File: src/core_pkg.sv
/* rv32i core shared types */
package core_pkg;

    typedef logic [31:0] word_t;
    typedef logic [4:0]  reg_addr_t;

    // major opcodes of the kept instructions
    localparam logic [6:0] OPC_OP     = 7'b0110011;
    localparam logic [6:0] OPC_OP_IMM = 7'b0010011;
    localparam logic [6:0] OPC_LOAD   = 7'b0000011;
    localparam logic [6:0] OPC_STORE  = 7'b0100011;
    localparam logic [6:0] OPC_BRANCH = 7'b1100011;
    localparam logic [6:0] OPC_LUI    = 7'b0110111;
    localparam logic [6:0] OPC_AUIPC  = 7'b0010111;
    localparam logic [6:0] OPC_JAL    = 7'b1101111;
    localparam logic [6:0] OPC_JALR   = 7'b1100111;

    typedef enum logic [3:0] {
        ALU_REG, ALU_IMM, LOAD, STORE, BRANCH,
        LUI, AUIPC, JAL, JALR, UNSUPPORTED
    } inst_class_t;

    typedef enum logic [3:0] {
        ALU_ADD, ALU_SUB, ALU_SLL, ALU_SLT, ALU_SLTU,
        ALU_XOR, ALU_SRL, ALU_SRA, ALU_OR, ALU_AND
    } alu_op_t;

    typedef struct packed {
        inst_class_t iclass;
        alu_op_t     alu_op;
        reg_addr_t   rd;
        reg_addr_t   rs1;
        reg_addr_t   rs2;
        logic [2:0]  funct3;  // branch condition
        word_t       imm;
    } decode_t;

    typedef struct packed {
        word_t addr;
        word_t wdata;
        logic  write;
    } dmem_req_t;

    typedef struct packed {
        word_t     pc;
        word_t     wdata;
        reg_addr_t rd;
        logic      we;
    } retire_t;

    typedef enum logic [1:0] {FETCH_REQ, FETCH_WAIT, EXECUTE} fetch_state_t;
    typedef enum logic {MEM_IDLE, MEM_WAIT} mem_state_t;

endpackage
File: src/rv_core.sv
/* multi-cycle rv32i core */
`timescale 1ns/10ps
module rv_core #(
    parameter core_pkg::word_t RESET_PC = 32'h0000_0000
) (
    input  logic                clk,
    input  logic                reset,
    output logic                imem_req,
    output core_pkg::word_t     imem_addr,
    input  logic                imem_valid,
    input  core_pkg::word_t     imem_rdata,
    output logic                dmem_req,
    output core_pkg::dmem_req_t dmem_out,
    input  logic                dmem_valid,
    input  core_pkg::word_t     dmem_rdata,
    output logic                retire_valid,
    output core_pkg::retire_t   retire_info
);
    import core_pkg::*;

    word_t   pc, inst, next_pc, exec_result;
    word_t   rs1_data, rs2_data;
    logic    inst_valid;
    decode_t dec;

    fetch_unit #(.RESET_PC(RESET_PC)) u_fetch (
        .clk(clk), .reset(reset),
        .imem_valid(imem_valid), .imem_rdata(imem_rdata),
        .retire_valid(retire_valid), .next_pc(next_pc),
        .imem_req(imem_req), .imem_addr(imem_addr),
        .pc(pc), .inst(inst), .inst_valid(inst_valid)
    );

    decode_unit u_decode (.inst(inst), .dec(dec));

    reg_file u_regs (
        .clk(clk), .reset(reset),
        .rs1(dec.rs1), .rs2(dec.rs2),
        .retire_valid(retire_valid), .retire_info(retire_info),
        .rs1_data(rs1_data), .rs2_data(rs2_data)
    );

    exec_unit u_exec (
        .dec(dec), .pc(pc),
        .rs1_data(rs1_data), .rs2_data(rs2_data),
        .exec_result(exec_result), .next_pc(next_pc)
    );

    // data side and retire
    mem_unit u_mem (
        .clk(clk), .reset(reset),
        .inst_valid(inst_valid), .pc(pc), .dec(dec),
        .exec_result(exec_result), .rs2_data(rs2_data),
        .dmem_valid(dmem_valid), .dmem_rdata(dmem_rdata),
        .dmem_req(dmem_req), .dmem_out(dmem_out),
        .retire_valid(retire_valid), .retire_info(retire_info)
    );

endmodule

File: src/mem_unit.sv
/* data memory access and writeback */
`timescale 1ns/10ps
module mem_unit (
    input  logic                clk,
    input  logic                reset,
    input  logic                inst_valid,
    input  core_pkg::word_t     pc,
    input  core_pkg::decode_t   dec,
    input  core_pkg::word_t     exec_result,
    input  core_pkg::word_t     rs2_data,
    input  logic                dmem_valid,
    input  core_pkg::word_t     dmem_rdata,
    output logic                dmem_req,
    output core_pkg::dmem_req_t dmem_out,
    output logic                retire_valid,
    output core_pkg::retire_t   retire_info
);
    import core_pkg::*;

    mem_state_t state;
    logic       is_load, is_mem;
    logic       writes;  // class writes rd

    assign is_load = (dec.iclass == LOAD);
    assign is_mem  = is_load || (dec.iclass == STORE);

    always_comb begin
        case (dec.iclass)
            ALU_REG, ALU_IMM, LOAD, LUI, AUIPC, JAL, JALR: writes = 1'b1;
            default: writes = 1'b0;
        endcase
    end

    // first execute cycle either issues the access or retires directly
    assign dmem_req     = inst_valid && (state == MEM_IDLE) && is_mem;
    assign retire_valid = (inst_valid && (state == MEM_IDLE) && !is_mem) ||
                          ((state == MEM_WAIT) && dmem_valid);

    always_ff @(posedge clk) begin
        if (reset) begin
            state <= MEM_IDLE;
        end else begin
            case (state)
                MEM_IDLE: if (dmem_req) state <= MEM_WAIT;
                MEM_WAIT: if (dmem_valid) state <= MEM_IDLE;
                default:  state <= MEM_IDLE;
            endcase
        end
    end

    assign dmem_out = '{addr: exec_result, wdata: rs2_data, write: !is_load};

    assign retire_info = '{
        pc:    pc,
        wdata: is_load ? dmem_rdata : exec_result,
        rd:    dec.rd,
        we:    writes && (dec.rd != '0)
    };

endmodule

File: src/exec_unit.sv
/* execute unit with ALU */
`timescale 1ns/10ps
module exec_unit (
    input  core_pkg::decode_t dec,
    input  core_pkg::word_t   pc,
    input  core_pkg::word_t   rs1_data,
    input  core_pkg::word_t   rs2_data,
    output core_pkg::word_t   exec_result,
    output core_pkg::word_t   next_pc
);
    import core_pkg::*;

    word_t      alu_a, alu_b, alu_y;
    word_t      link;  // pc+4
    logic [4:0] shamt;
    logic       taken;

    assign link  = pc + 32'd4;
    assign shamt = alu_b[4:0];

    always_comb begin
        case (dec.iclass)
            ALU_IMM, LOAD, STORE, JALR: begin
                alu_a = rs1_data;
                alu_b = dec.imm;
            end
            AUIPC, JAL, BRANCH: begin
                alu_a = pc;
                alu_b = dec.imm;
            end
            LUI: begin
                alu_a = '0;
                alu_b = dec.imm;
            end
            default: begin  // ALU_REG
                alu_a = rs1_data;
                alu_b = rs2_data;
            end
        endcase
    end

    always_comb begin
        case (dec.alu_op)
            ALU_SUB:  alu_y = alu_a - alu_b;
            ALU_SLL:  alu_y = alu_a << shamt;
            ALU_SLT:  alu_y = {31'b0, $signed(alu_a) < $signed(alu_b)};
            ALU_SLTU: alu_y = {31'b0, alu_a < alu_b};
            ALU_XOR:  alu_y = alu_a ^ alu_b;
            ALU_SRL:  alu_y = alu_a >> shamt;
            ALU_SRA:  alu_y = $signed(alu_a) >>> shamt;
            ALU_OR:   alu_y = alu_a | alu_b;
            ALU_AND:  alu_y = alu_a & alu_b;
            default:  alu_y = alu_a + alu_b;
        endcase
    end

    // branch condition from funct3
    always_comb begin
        case (dec.funct3)
            3'b000:  taken = (rs1_data == rs2_data);
            3'b001:  taken = (rs1_data != rs2_data);
            3'b100:  taken = ($signed(rs1_data) < $signed(rs2_data));
            3'b101:  taken = ($signed(rs1_data) >= $signed(rs2_data));
            3'b110:  taken = (rs1_data < rs2_data);
            3'b111:  taken = (rs1_data >= rs2_data);
            default: taken = 1'b0;
        endcase
    end

    always_comb begin
        case (dec.iclass)
            BRANCH:  next_pc = taken ? alu_y : link;
            JAL:     next_pc = alu_y;
            JALR:    next_pc = {alu_y[31:1], 1'b0};
            default: next_pc = link;
        endcase
    end

    assign exec_result = (dec.iclass == JAL || dec.iclass == JALR) ? link : alu_y;

endmodule

File: src/reg_file.sv
/* integer register file */
`timescale 1ns/10ps
module reg_file (
    input  logic                clk,
    input  logic                reset,
    input  core_pkg::reg_addr_t rs1,
    input  core_pkg::reg_addr_t rs2,
    input  logic                retire_valid,
    input  core_pkg::retire_t   retire_info,
    output core_pkg::word_t     rs1_data,
    output core_pkg::word_t     rs2_data
);
    import core_pkg::*;

    word_t regs [32];

    always_ff @(posedge clk) begin
        if (reset) begin
            for (int i = 0; i < 32; i++) begin
                regs[i] <= '0;
            end
        end else if (retire_valid && retire_info.we) begin
            regs[retire_info.rd] <= retire_info.wdata;  // we is never set for x0
        end
    end

    // x0 hardwired to zero
    assign rs1_data = (rs1 == '0) ? '0 : regs[rs1];
    assign rs2_data = (rs2 == '0) ? '0 : regs[rs2];

endmodule

File: src/decode_unit.sv
/* instruction decoder */
`timescale 1ns/10ps
module decode_unit (
    input  core_pkg::word_t   inst,
    output core_pkg::decode_t dec
);
    import core_pkg::*;

    logic [6:0]  opcode;
    logic [2:0]  funct3;
    logic        alt;  // funct7 bit 5
    inst_class_t iclass;
    alu_op_t     alu_op;
    word_t       imm;
    word_t       imm_i, imm_s, imm_b, imm_u, imm_j;

    assign opcode = inst[6:0];
    assign funct3 = inst[14:12];
    assign alt    = inst[30];

    // sign-extended immediate formats
    assign imm_i = {{20{inst[31]}}, inst[31:20]};
    assign imm_s = {{20{inst[31]}}, inst[31:25], inst[11:7]};
    assign imm_b = {{20{inst[31]}}, inst[7], inst[30:25], inst[11:8], 1'b0};
    assign imm_u = {inst[31:12], 12'b0};
    assign imm_j = {{12{inst[31]}}, inst[19:12], inst[20], inst[30:21], 1'b0};

    always_comb begin
        case (opcode)
            OPC_OP:     iclass = ALU_REG;
            OPC_OP_IMM: iclass = ALU_IMM;
            OPC_LOAD:   iclass = LOAD;
            OPC_STORE:  iclass = STORE;
            OPC_BRANCH: iclass = BRANCH;
            OPC_LUI:    iclass = LUI;
            OPC_AUIPC:  iclass = AUIPC;
            OPC_JAL:    iclass = JAL;
            OPC_JALR:   iclass = JALR;
            default:    iclass = UNSUPPORTED;  // SYSTEM lands here too
        endcase
    end

    always_comb begin
        case (iclass)
            ALU_IMM, LOAD, JALR: imm = imm_i;
            STORE:               imm = imm_s;
            BRANCH:              imm = imm_b;
            LUI, AUIPC:          imm = imm_u;
            JAL:                 imm = imm_j;
            default:             imm = '0;
        endcase
    end

    always_comb begin
        alu_op = ALU_ADD;  // addresses and targets are sums
        if (iclass == ALU_REG || iclass == ALU_IMM) begin
            case (funct3)
                3'b000:  alu_op = (iclass == ALU_REG && alt) ? ALU_SUB : ALU_ADD;
                3'b001:  alu_op = ALU_SLL;
                3'b010:  alu_op = ALU_SLT;
                3'b011:  alu_op = ALU_SLTU;
                3'b100:  alu_op = ALU_XOR;
                3'b101:  alu_op = alt ? ALU_SRA : ALU_SRL;  // SRAI shares the bit
                3'b110:  alu_op = ALU_OR;
                default: alu_op = ALU_AND;
            endcase
        end
    end

    assign dec = '{
        iclass: iclass,
        alu_op: alu_op,
        rd:     inst[11:7],
        rs1:    inst[19:15],
        rs2:    inst[24:20],
        funct3: funct3,
        imm:    imm
    };

endmodule

File: src/fetch_unit.sv
/* instruction fetch */
`timescale 1ns/10ps
module fetch_unit #(
    parameter core_pkg::word_t RESET_PC = 32'h0000_0000
) (
    input  logic            clk,
    input  logic            reset,
    input  logic            imem_valid,
    input  core_pkg::word_t imem_rdata,
    input  logic            retire_valid,
    input  core_pkg::word_t next_pc,
    output logic            imem_req,
    output core_pkg::word_t imem_addr,
    output core_pkg::word_t pc,
    output core_pkg::word_t inst,
    output logic            inst_valid
);
    import core_pkg::*;

    fetch_state_t state;

    always_ff @(posedge clk) begin
        if (reset) begin
            state    <= FETCH_REQ;
            pc       <= RESET_PC;
            imem_req <= 1'b0;
        end else begin
            imem_req <= 1'b0;  // one cycle only
            case (state)
                FETCH_REQ: begin
                    imem_req <= 1'b1;  // first fetch out of reset
                    state    <= FETCH_WAIT;
                end
                FETCH_WAIT: begin
                    if (imem_valid) state <= EXECUTE;
                end
                EXECUTE: begin
                    // retire moves pc and launches the next fetch at once
                    if (retire_valid) begin
                        pc       <= next_pc;
                        imem_req <= 1'b1;
                        state    <= FETCH_WAIT;
                    end
                end
                default: state <= FETCH_REQ;
            endcase
        end
    end

    always_ff @(posedge clk) begin
        if (state == FETCH_WAIT && imem_valid) begin
            inst <= imem_rdata;  // held for the whole instruction
        end
    end

    assign imem_addr  = pc;  // stable until imem_valid
    assign inst_valid = (state == EXECUTE);

endmodule

File: config.mk
export PLATFORM = sky130hd
export DESIGN_NAME = rv_core
export DESIGN_NICKNAME = d
export VERILOG_FILES = /design/src/core_pkg.sv /design/src/rv_core.sv /design/src/mem_unit.sv /design/src/exec_unit.sv /design/src/reg_file.sv /design/src/decode_unit.sv /design/src/fetch_unit.sv
export SDC_FILE = /design/constraint.sdc
export NUM_CORES = 2
export LEC_CHECK = 0
export BUFFER_PORTS_ARGS = -buffer_cell sky130_fd_sc_hd__clkbuf_2
export CELL_PAD_IN_SITES_DETAIL_PLACEMENT = 1
export CELL_PAD_IN_SITES_GLOBAL_PLACEMENT = 1
export CORE_MARGIN = 2
export CORE_UTILIZATION = 30
export DETAILED_ROUTE_END_ITERATION = 10
export GPL_TIMING_DRIVEN = 0
export HOLD_SLACK_MARGIN = 0.06
export PLACE_DENSITY = 0.63
export SYNTH_ARGS = -nofsm -noshare
export SYNTH_HDL_FRONTEND = slang
export SYNTH_HIERARCHICAL = 1
export SYNTH_SLANG_ARGS = --single-unit
File: constraint.sdc
create_clock -name clk -period 7.9 [get_ports clk]
set_input_delay 1.58 -clock clk [delete_from_list [all_inputs] [get_ports clk]]
set_output_delay 1.58 -clock clk [all_outputs]
set_load 0.005 [all_outputs]
# Word-level counts from Yosys, hierarchy flattened
# Memory sizes are Yosys's and may differ from the RTL's. A register that Yosys moved wholly into a read port is not among the register bits.
# Cells that the tools add are included.
[totals]
regBits = 68
ram_bits = 1024
out_inout_bits = 170
elab_cells = 124
n_memories = 1
[op_classes]
add_sub_neg = 3
order_cmp = 6
eq_ne = 39
shift = 3
n_mux = 35
bitwise = 4
reduce_logical = 28
[memory_table]
columns = ["name", "depth", "width", "read_ports", "rd_ports_with_merged_regs", "wr", "line", "rtl"]
rows = [
  ["u_regs.regs", 32, 32, 2, 2, 32, "reg_file.sv:15", "word_t regs [32];"],
]
[ops]
columns = ["op", "count"]
rows = [
  ["32-bit one-hot mux with 9 select lines", 1],
  ["32-bit 2-to-1 mux", 7],
  ["32-bit one-hot mux with 5 select lines", 1],
  ["32-bit < comparator", 4],
  ["32-bit one-hot mux with 3 select lines", 1],
  ["32-bit greater-or-equal comparator", 2],
  ["32-bit one-hot mux with 2 select lines", 1],
  ["4-bit one-hot mux with 9 select lines", 1],
  ["32-bit by 3-bit adder with 32-bit output, second input constant", 1],
  ["32-bit adder", 1],
  ["32-bit bitwise AND", 1],
  ["32-bit equality test", 1],
  ["4-bit by 3-bit equality test with 1-bit output, second input constant", 8],
  ["32-bit inequality test", 1],
  ["32-bit bitwise OR", 1],
  ["32-bit OR reduction", 1],
  ["32-bit by 5-bit left shift with 32-bit output", 1],
  ["32-bit by 5-bit right shift with 32-bit output", 1],
  ["32-bit by 5-bit >>> shifter with 32-bit output", 1],
  ["32-bit subtractor", 1],
  ["32-bit bitwise XOR", 1],
  ["4-bit one-hot mux with 7 select lines", 1],
  ["7-bit by 6-bit equality test with 1-bit output, second input constant", 3],
  ["7-bit equality test, second input constant", 3],
  ["32 further kinds", 73],
]

# Logic depth before layout (Yosys ltp)
[logic_depth]
word_depth = 13
depth_mapped = 32
ltp_nobuf = 24

# Cells and area by module
# The synthesis kept the hierarchy.
[by_module_without_submodules]
columns = ["mod", "n_inst", "cells_each", "area_per_inst_um2"]
rows = [
  ["reg_file", 1, 3547, 54534.8],
  ["exec_unit", 1, 1790, 11888.9],
  ["fetch_unit", 1, 217, 2791.4],
  ["mem_unit", 1, 154, 1420.1],
  ["decode_unit", 1, 116, 862.1],
]

# Least setup slack after synthesis
# No wires, ideal clock.
[synth_timing]
path_type = "register to output"
from = "register u_fetch.inst[20]"
to = "output retire_info[37] (netlist name)"
arrival_time_ns = 6.283
setup_slack_ns = 0.037
stages_incl_launch_ff = 28
path_cell_list = "edfxtp_1 -> buf_4 -> buf_2 -> buf_6 -> buf_2 -> mux4_2 -> a2111oi_0 -> nor3_1 -> inv_1 -> a21oi_1 -> a21oi_4 -> clkbuf_1 -> buf_2 -> buf_1 -> ha_1 -> clkbuf_1 -> o21ba_2 -> a21oi_1 -> a2111oi_0 -> o31a_1 -> a31o_2 -> a21o_1 -> o41ai_1 -> o31ai_1 -> xnor2_1 -> a32oi_1 -> mux2_2 -> mux2_2"
[synth_rtl]
columns = ["item", "line", "rtl"]
rows = [
  ["from (decl)", "fetch_unit.sv:15", "output core_pkg::word_t inst,"],
  ["from (signal assigned)", "fetch_unit.sv:52", "inst <= imem_rdata;"],
  ["to (decl)", "rv_core.sv:17", "output core_pkg::retire_t retire_info"],
]

==> impl_results.html <==
<table>
<tr><th>Metric</th><th>Value</th></tr>
<tr><th colspan="2">Floorplanning</th></tr>
<tr><td>Width of the die</td><td>492 um</td></tr>
<tr><td>I/O Pins</td><td>between 200 and 250</td></tr>
<tr><td>Die footprint</td><td>0.242 mm^2</td></tr>
<tr><td>Area of the core</td><td>0.237 mm^2</td></tr>
<tr><td>Number of rows in the core area</td><td>179</td></tr>
<tr><td>Die Ht</td><td>roughly 490 um</td></tr>
<tr><td>Effective utilization at floorplan</td><td>0.301</td></tr>
<tr><th colspan="2">Clock tree</th></tr>
<tr><td>Number of H-tree branching levels</td><td>4</td></tr>
<tr><td>Post-CTS clock slew at the launch and capture registers of the worst setup and hold paths</td><td>approximately 0.06 ns</td></tr>
<tr><td>Count of clock tree sinks</td><td>1092</td></tr>
<tr><td>Insertion delay of the later-clocked pin in the worst-skew pair</td><td>~0.86 ns</td></tr>
<tr><td>Clock tree from TritonCTS</td><td>yes</td></tr>
<tr><td>Clock root buffer master</td><td>sky130_fd_sc_hd__clkbuf_16</td></tr>
<tr><td>Clock tree buffer depth</td><td>3</td></tr>
<tr><td>Number of buffers inserted for hold repair after clock tree synthesis</td><td>0</td></tr>
<tr><td>CTS buffer count</td><td>134</td></tr>
<tr><th colspan="2">Global route</th></tr>
<tr><td>Via count of the first global-routing pass</td><td>58803</td></tr>
<tr><td>Antenna violations before repair</td><td>38</td></tr>
<tr><td>All-layer global routing usage</td><td>0.320</td></tr>
<tr><td>Global route total overflow</td><td>0</td></tr>
<tr><td>Pin count of the biggest net entering global routing</td><td>33</td></tr>
<tr><td>First-pass GRT wire length</td><td>approximately 530 mm</td></tr>
<tr><th colspan="2">Worst setup path</th></tr>
<tr><td>Required time worst endpoint</td><td>6.32 ns</td></tr>
<tr><td>Category of the critical setup timing path</td><td>register to output pin</td></tr>
<tr><td>Cell mode on critical path</td><td>sky130_fd_sc_hd__buf_12</td></tr>
<tr><td>Crit path largest cell delay</td><td>a little under 0.6 ns</td></tr>
<tr><td>Type of origin of the critical path</td><td>register</td></tr>
<tr><td>CP max FO</td><td>7</td></tr>
<tr><td>Critical-path cell with the highest stage delay</td><td>sky130_fd_sc_hd__a211oi_4</td></tr>
<tr><td>Arrival time worst endpoint</td><td>between 7 and 8 ns</td></tr>
<tr><td>Type of element capturing the critical path</td><td>output pin</td></tr>
<tr><th colspan="2">STA</th></tr>
<tr><td>Worst Slack Setup Final</td><td>-1.42 ns</td></tr>
<tr><td>Achievable frequency</td><td>about 0.11 GHz</td></tr>
<tr><td>Pin slew with the least headroom to its limit</td><td>1.48 ns</td></tr>
<tr><td>Final hold viol count</td><td>0</td></tr>
<tr><td>Setup repair after global routing missed its margin</td><td>true</td></tr>
<tr><td>Summed negative setup slack over all endpoints</td><td>-45.89 ns</td></tr>
<tr><td>Max-slew violations</td><td>0</td></tr>
<tr><td>Worst Skew</td><td>between 0.07 and 0.08 ns</td></tr>
<tr><td>Share of the clock period used by the worst path</td><td>1.18</td></tr>
<tr><td>Final worst path period need</td><td>9.32 ns</td></tr>
<tr><td>Final setup violation count</td><td>78</td></tr>
<tr><td>Relative max-transition margin</td><td>0.0117</td></tr>
<tr><th colspan="2">Synth</th></tr>
<tr><td>Post-synth cell types</td><td>110</td></tr>
<tr><td>Flip-flop cell with the highest count after synthesis</td><td>sky130_fd_sc_hd__edfxtp_1</td></tr>
<tr><td>Register area share after synthesis</td><td>0.454</td></tr>
<tr><td>Largest area contributor in the synthesized netlist</td><td>sky130_fd_sc_hd__edfxtp_1</td></tr>
<tr><td>Post-Syn Instances</td><td>5824</td></tr>
<tr><td>Average cell area after synthesis</td><td>12.3 um^2</td></tr>
<tr><td>Async set-or-reset flop fraction in the synthesized netlist</td><td>0</td></tr>
<tr><td>Leading post-synthesis cells by cell area</td><td>sky130_fd_sc_hd__edfxtp_1 44%, sky130_fd_sc_hd__mux4_2 15%, sky130_fd_sc_hd__and2_1 9.2%</td></tr>
<tr><td>Share of Yosys cell area claimed by the top area cell type</td><td>0.444</td></tr>
<tr><td>Number of flops mapped to enable cells by yosys</td><td>about 1100</td></tr>
<tr><td>Post-synthesis instance area</td><td>0.0715 mm^2</td></tr>
<tr><td>Register bit count reported by yosys</td><td>around 1100</td></tr>
<tr><td>Count of yosys warnings during synthesis</td><td>6</td></tr>
<tr><td>Syn nets</td><td>roughly 6000</td></tr>
<tr><th colspan="2">Min path</th></tr>
<tr><td>Class of the tightest hold or removal check</td><td>register to register</td></tr>
<tr><th colspan="2">Finish</th></tr>
<tr><td>Final core utilization</td><td>0.382</td></tr>
<tr><td>Layout overhead on the synthesized area</td><td>26.7%</td></tr>
<tr><td>Net count of the finished layout</td><td>between 6000 and 7000</td></tr>
<tr><td>Layout cell share with drive strength beyond 1</td><td>0.358</td></tr>
<tr><td>Number of filler instances in the final layout</td><td>25006</td></tr>
<tr><th colspan="2">Drt</th></tr>
<tr><td>Starting DRT DRC Count</td><td>8976</td></tr>
<tr><td>Post-route DRC</td><td>0</td></tr>
<tr><td>Via count of the routed design</td><td>60123</td></tr>
<tr><td>First drt pass iteration count</td><td>6</td></tr>
<tr><td>Vias per inst</td><td>6.14</td></tr>
<tr><td>Final wirelength</td><td>~400 mm</td></tr>
<tr><td>Routed wire length per instance</td><td>approximately 41 um</td></tr>
<tr><td>ANT nets after route</td><td>0</td></tr>
<tr><th colspan="2">Run status</th></tr>
<tr><td>Outcome</td><td>complete, but fails checks</td></tr>
<tr><td>Failing checks</td><td>negative setup slack</td></tr>
<tr><th colspan="2">Place</th></tr>
<tr><td>Count of buffers from port buffering</td><td>approximately 240</td></tr>
<tr><td>Half-perimeter wire length of the detailed placement result</td><td>around 290 mm</td></tr>
<tr><td>Routability congestion estimate</td><td>between 1 and 1.5</td></tr>
<tr><th colspan="2">Power and ir drop</th></tr>
<tr><td>P_leak</td><td>34.2 nW</td></tr>
<tr><td>Cell area power density</td><td>about 220 mW/mm^2</td></tr>
<tr><td>IR drop worst, VDD</td><td>~0.24 mV</td></tr>
<tr><th colspan="2">Flow run</th></tr>
<tr><td>Count of max-cap constraint violations</td><td>0</td></tr>
</table>
==> placed cells by master (no fill, tap or decap), types with 27 or more instances in the layout <==
cell type,instances
sky130_fd_sc_hd__buf_12,64
sky130_fd_sc_hd__o22ai_2,29
sky130_fd_sc_hd__mux2_2,70
sky130_fd_sc_hd__clkbuf_2,249
sky130_fd_sc_hd__o221ai_1,27
sky130_fd_sc_hd__nand2b_1,79
sky130_fd_sc_hd__o22ai_1,61
sky130_fd_sc_hd__or2_2,38
sky130_fd_sc_hd__a21o_1,62
sky130_fd_sc_hd__o21ai_0,77
sky130_fd_sc_hd__a22oi_1,31
sky130_fd_sc_hd__nand2_1,172
sky130_fd_sc_hd__nor2_1,194
sky130_fd_sc_hd__mux2i_1,274
sky130_fd_sc_hd__nand3_1,64
sky130_fd_sc_hd__inv_1,116
sky130_fd_sc_hd__clkbuf_16,153
sky130_fd_sc_hd__buf_4,424
sky130_fd_sc_hd__and2_1,1042
sky130_fd_sc_hd__ha_1,104
sky130_fd_sc_hd__edfxtp_1,1056
sky130_fd_sc_hd__mux4_2,467
sky130_fd_sc_hd__mux2_4,47
sky130_fd_sc_hd__a211oi_4,29
sky130_fd_sc_hd__xnor2_1,34
sky130_fd_sc_hd__clkbuf_1,256
sky130_fd_sc_hd__dfxtp_1,36
sky130_fd_sc_hd__nor3_4,40
sky130_fd_sc_hd__a21oi_1,105
sky130_fd_sc_hd__a22o_1,49
sky130_fd_sc_hd__buf_6,141
sky130_fd_sc_hd__o211ai_1,58
sky130_fd_sc_hd__clkbuf_4,29
==> sequential cells by signal, summed over array words and instances, names as in the netlist <==
name / cells
u_fetch/inst: 32
u_fetch/state: 2
u_fetch/imem_addr: 32
u_mem/state: 1
u_regs/regs: 1024
u_fetch/imem_req: 1
==> cell type report <==
type	count	area, um^2	share of cell area
Antenna cell	23	57.6	0.000635
Buffer	645	5590	0.0617
Clock buffer	166	3470	0.0383
Clock inverter	72	885	0.00976
Inverter	140	544	0.00601
Multi-Input combinational cell	3901	39000	0.431
Sequential cell	1092	32400	0.358
Tap cell	3167	3960	0.0437
Timing Repair Buffer	593	4610	0.0509
==> power breakdown <==
| part | internal [mW] | switching (mW) |
|---|---|---|
| sequential | 6.54 | 0.122 |
| clock | 3.45 | 2.79 |
| combinational | 2.49 | 4.50 |
| total | 12.5 | 7.42 |
==> critical path: cells and delay by family, from the launching register on <==
| family | cells | cell delay, ns |
|---|---|---|
| adder cells (fa/ha/maj) | 1 | 0.47 |
| AND/OR/NAND/NOR | 3 | 0.42 |
| flip-flops | 1 | 0.41 |
| AO/OA/AOI/OAI | 9 | 2.39 |
| multiplexers | 3 | 1.04 |
| buffers and inverters | 13 | 2.10 |
==> stage by stage <==
stage / setup WS (ns) / cell area, um^2 / total power, mW / std cells / hold slack [ns]
after floorplan: 0.0367 / 71500 / 9.29 / 5824 / 0.459
after global placement: -8.01 / 76600 / 11.9 / 9228 / 0.480
after detailed placement: -6.36 / 76900 / 11.9 / 9243 / 0.485
after CTS: -1.32 / 88500 / 19.2 / 9682 / 0.499
after global routing: -1.37 / 90500 / 20.2 / 9779 / 0.528
final: -1.42 / 90600 / 19.9 / 9799 / 0.497
==> cell usage after synthesis, types with 16 or more instances <==
cell type	instances
sky130_fd_sc_hd__nand4_1	24
sky130_fd_sc_hd__mux2i_1	309
sky130_fd_sc_hd__a211oi_1	60
sky130_fd_sc_hd__a221oi_1	19
sky130_fd_sc_hd__nor3_1	86
sky130_fd_sc_hd__o221ai_1	42
sky130_fd_sc_hd__o21ai_0	107
sky130_fd_sc_hd__clkbuf_1	359
sky130_fd_sc_hd__mux2_4	29
sky130_fd_sc_hd__o22ai_1	110
sky130_fd_sc_hd__nand2_1	186
sky130_fd_sc_hd__a22oi_1	38
sky130_fd_sc_hd__a31oi_1	16
sky130_fd_sc_hd__buf_4	195
sky130_fd_sc_hd__buf_6	34
sky130_fd_sc_hd__o211ai_1	58
sky130_fd_sc_hd__a21oi_1	144
sky130_fd_sc_hd__edfxtp_1	1056
sky130_fd_sc_hd__nand2b_1	84
sky130_fd_sc_hd__a2111oi_0	26
sky130_fd_sc_hd__buf_1	21
sky130_fd_sc_hd__dfxtp_1	36
sky130_fd_sc_hd__nand3_1	70
sky130_fd_sc_hd__mux4_2	467
sky130_fd_sc_hd__nor2_1	212
sky130_fd_sc_hd__a22o_1	73
sky130_fd_sc_hd__and2_1	1046
sky130_fd_sc_hd__mux2_2	88
sky130_fd_sc_hd__a21o_1	73
sky130_fd_sc_hd__xor2_1	18
sky130_fd_sc_hd__inv_1	133
sky130_fd_sc_hd__o21a_1	17
sky130_fd_sc_hd__nor2b_1	30
sky130_fd_sc_hd__or2_2	39
sky130_fd_sc_hd__ha_1	130
sky130_fd_sc_hd__xnor2_1	43
sky130_fd_sc_hd__buf_2	75
sky130_fd_sc_hd__and3_1	24
==> metal layers <==
metal / vias to the layer above / wire length (um) / GRT usage
li1: 23250 / - / -
met1: 31504 / 149000 / 0.404
met2: 4377 / 171000 / 0.469
met3: 988 / 49200 / 0.105
met4: 4 / 30600 / 0.207
met5: - / 15 / 0
==> worst paths after layout <==
| path | startpoint | to | slack, ns | cells after the start |
|---|---|---|---|---|
| hold reg to reg | u_fetch/imem_addr[30]$_SDFFE_PP0P_ | u_fetch/imem_addr[30]$_SDFFE_PP0P_ | 0.50 | 2 |
| setup reg to reg | u_fetch/inst[20]$_DFFE_PP_ | u_regs/regs[9][31]$_SDFFCE_PN0P_ | -0.10 | 31 |
| setup / recovery | u_fetch/inst[20]$_DFFE_PP_ | retire_info[37] | -1.42 | 29 |
| hold / removal | u_fetch/imem_addr[30]$_SDFFE_PP0P_ | u_fetch/imem_addr[30]$_SDFFE_PP0P_ | 0.50 | 2 |
==> cell families after synthesis <==
group,after synthesis,synth area share
and+or+nand+nor,1886,0.151
DFF,1092,0.454
AOI/OAI and AO/OA,921,0.0918
muxes,901,0.212
buffers and inverters,831,0.0603
adders and majority gates,132,0.0233
xor gates and xnor gates,61,0.00747
==> repair_timing <==
action / CTS / global route
buffers inserted: 229 / 125
cloned: 3 / 0
setup endpoints to repair: 1120 / 86
resized for setup: 1230 / 302
pin swaps: 151 / 109
(Power assumes the default switching activity.)
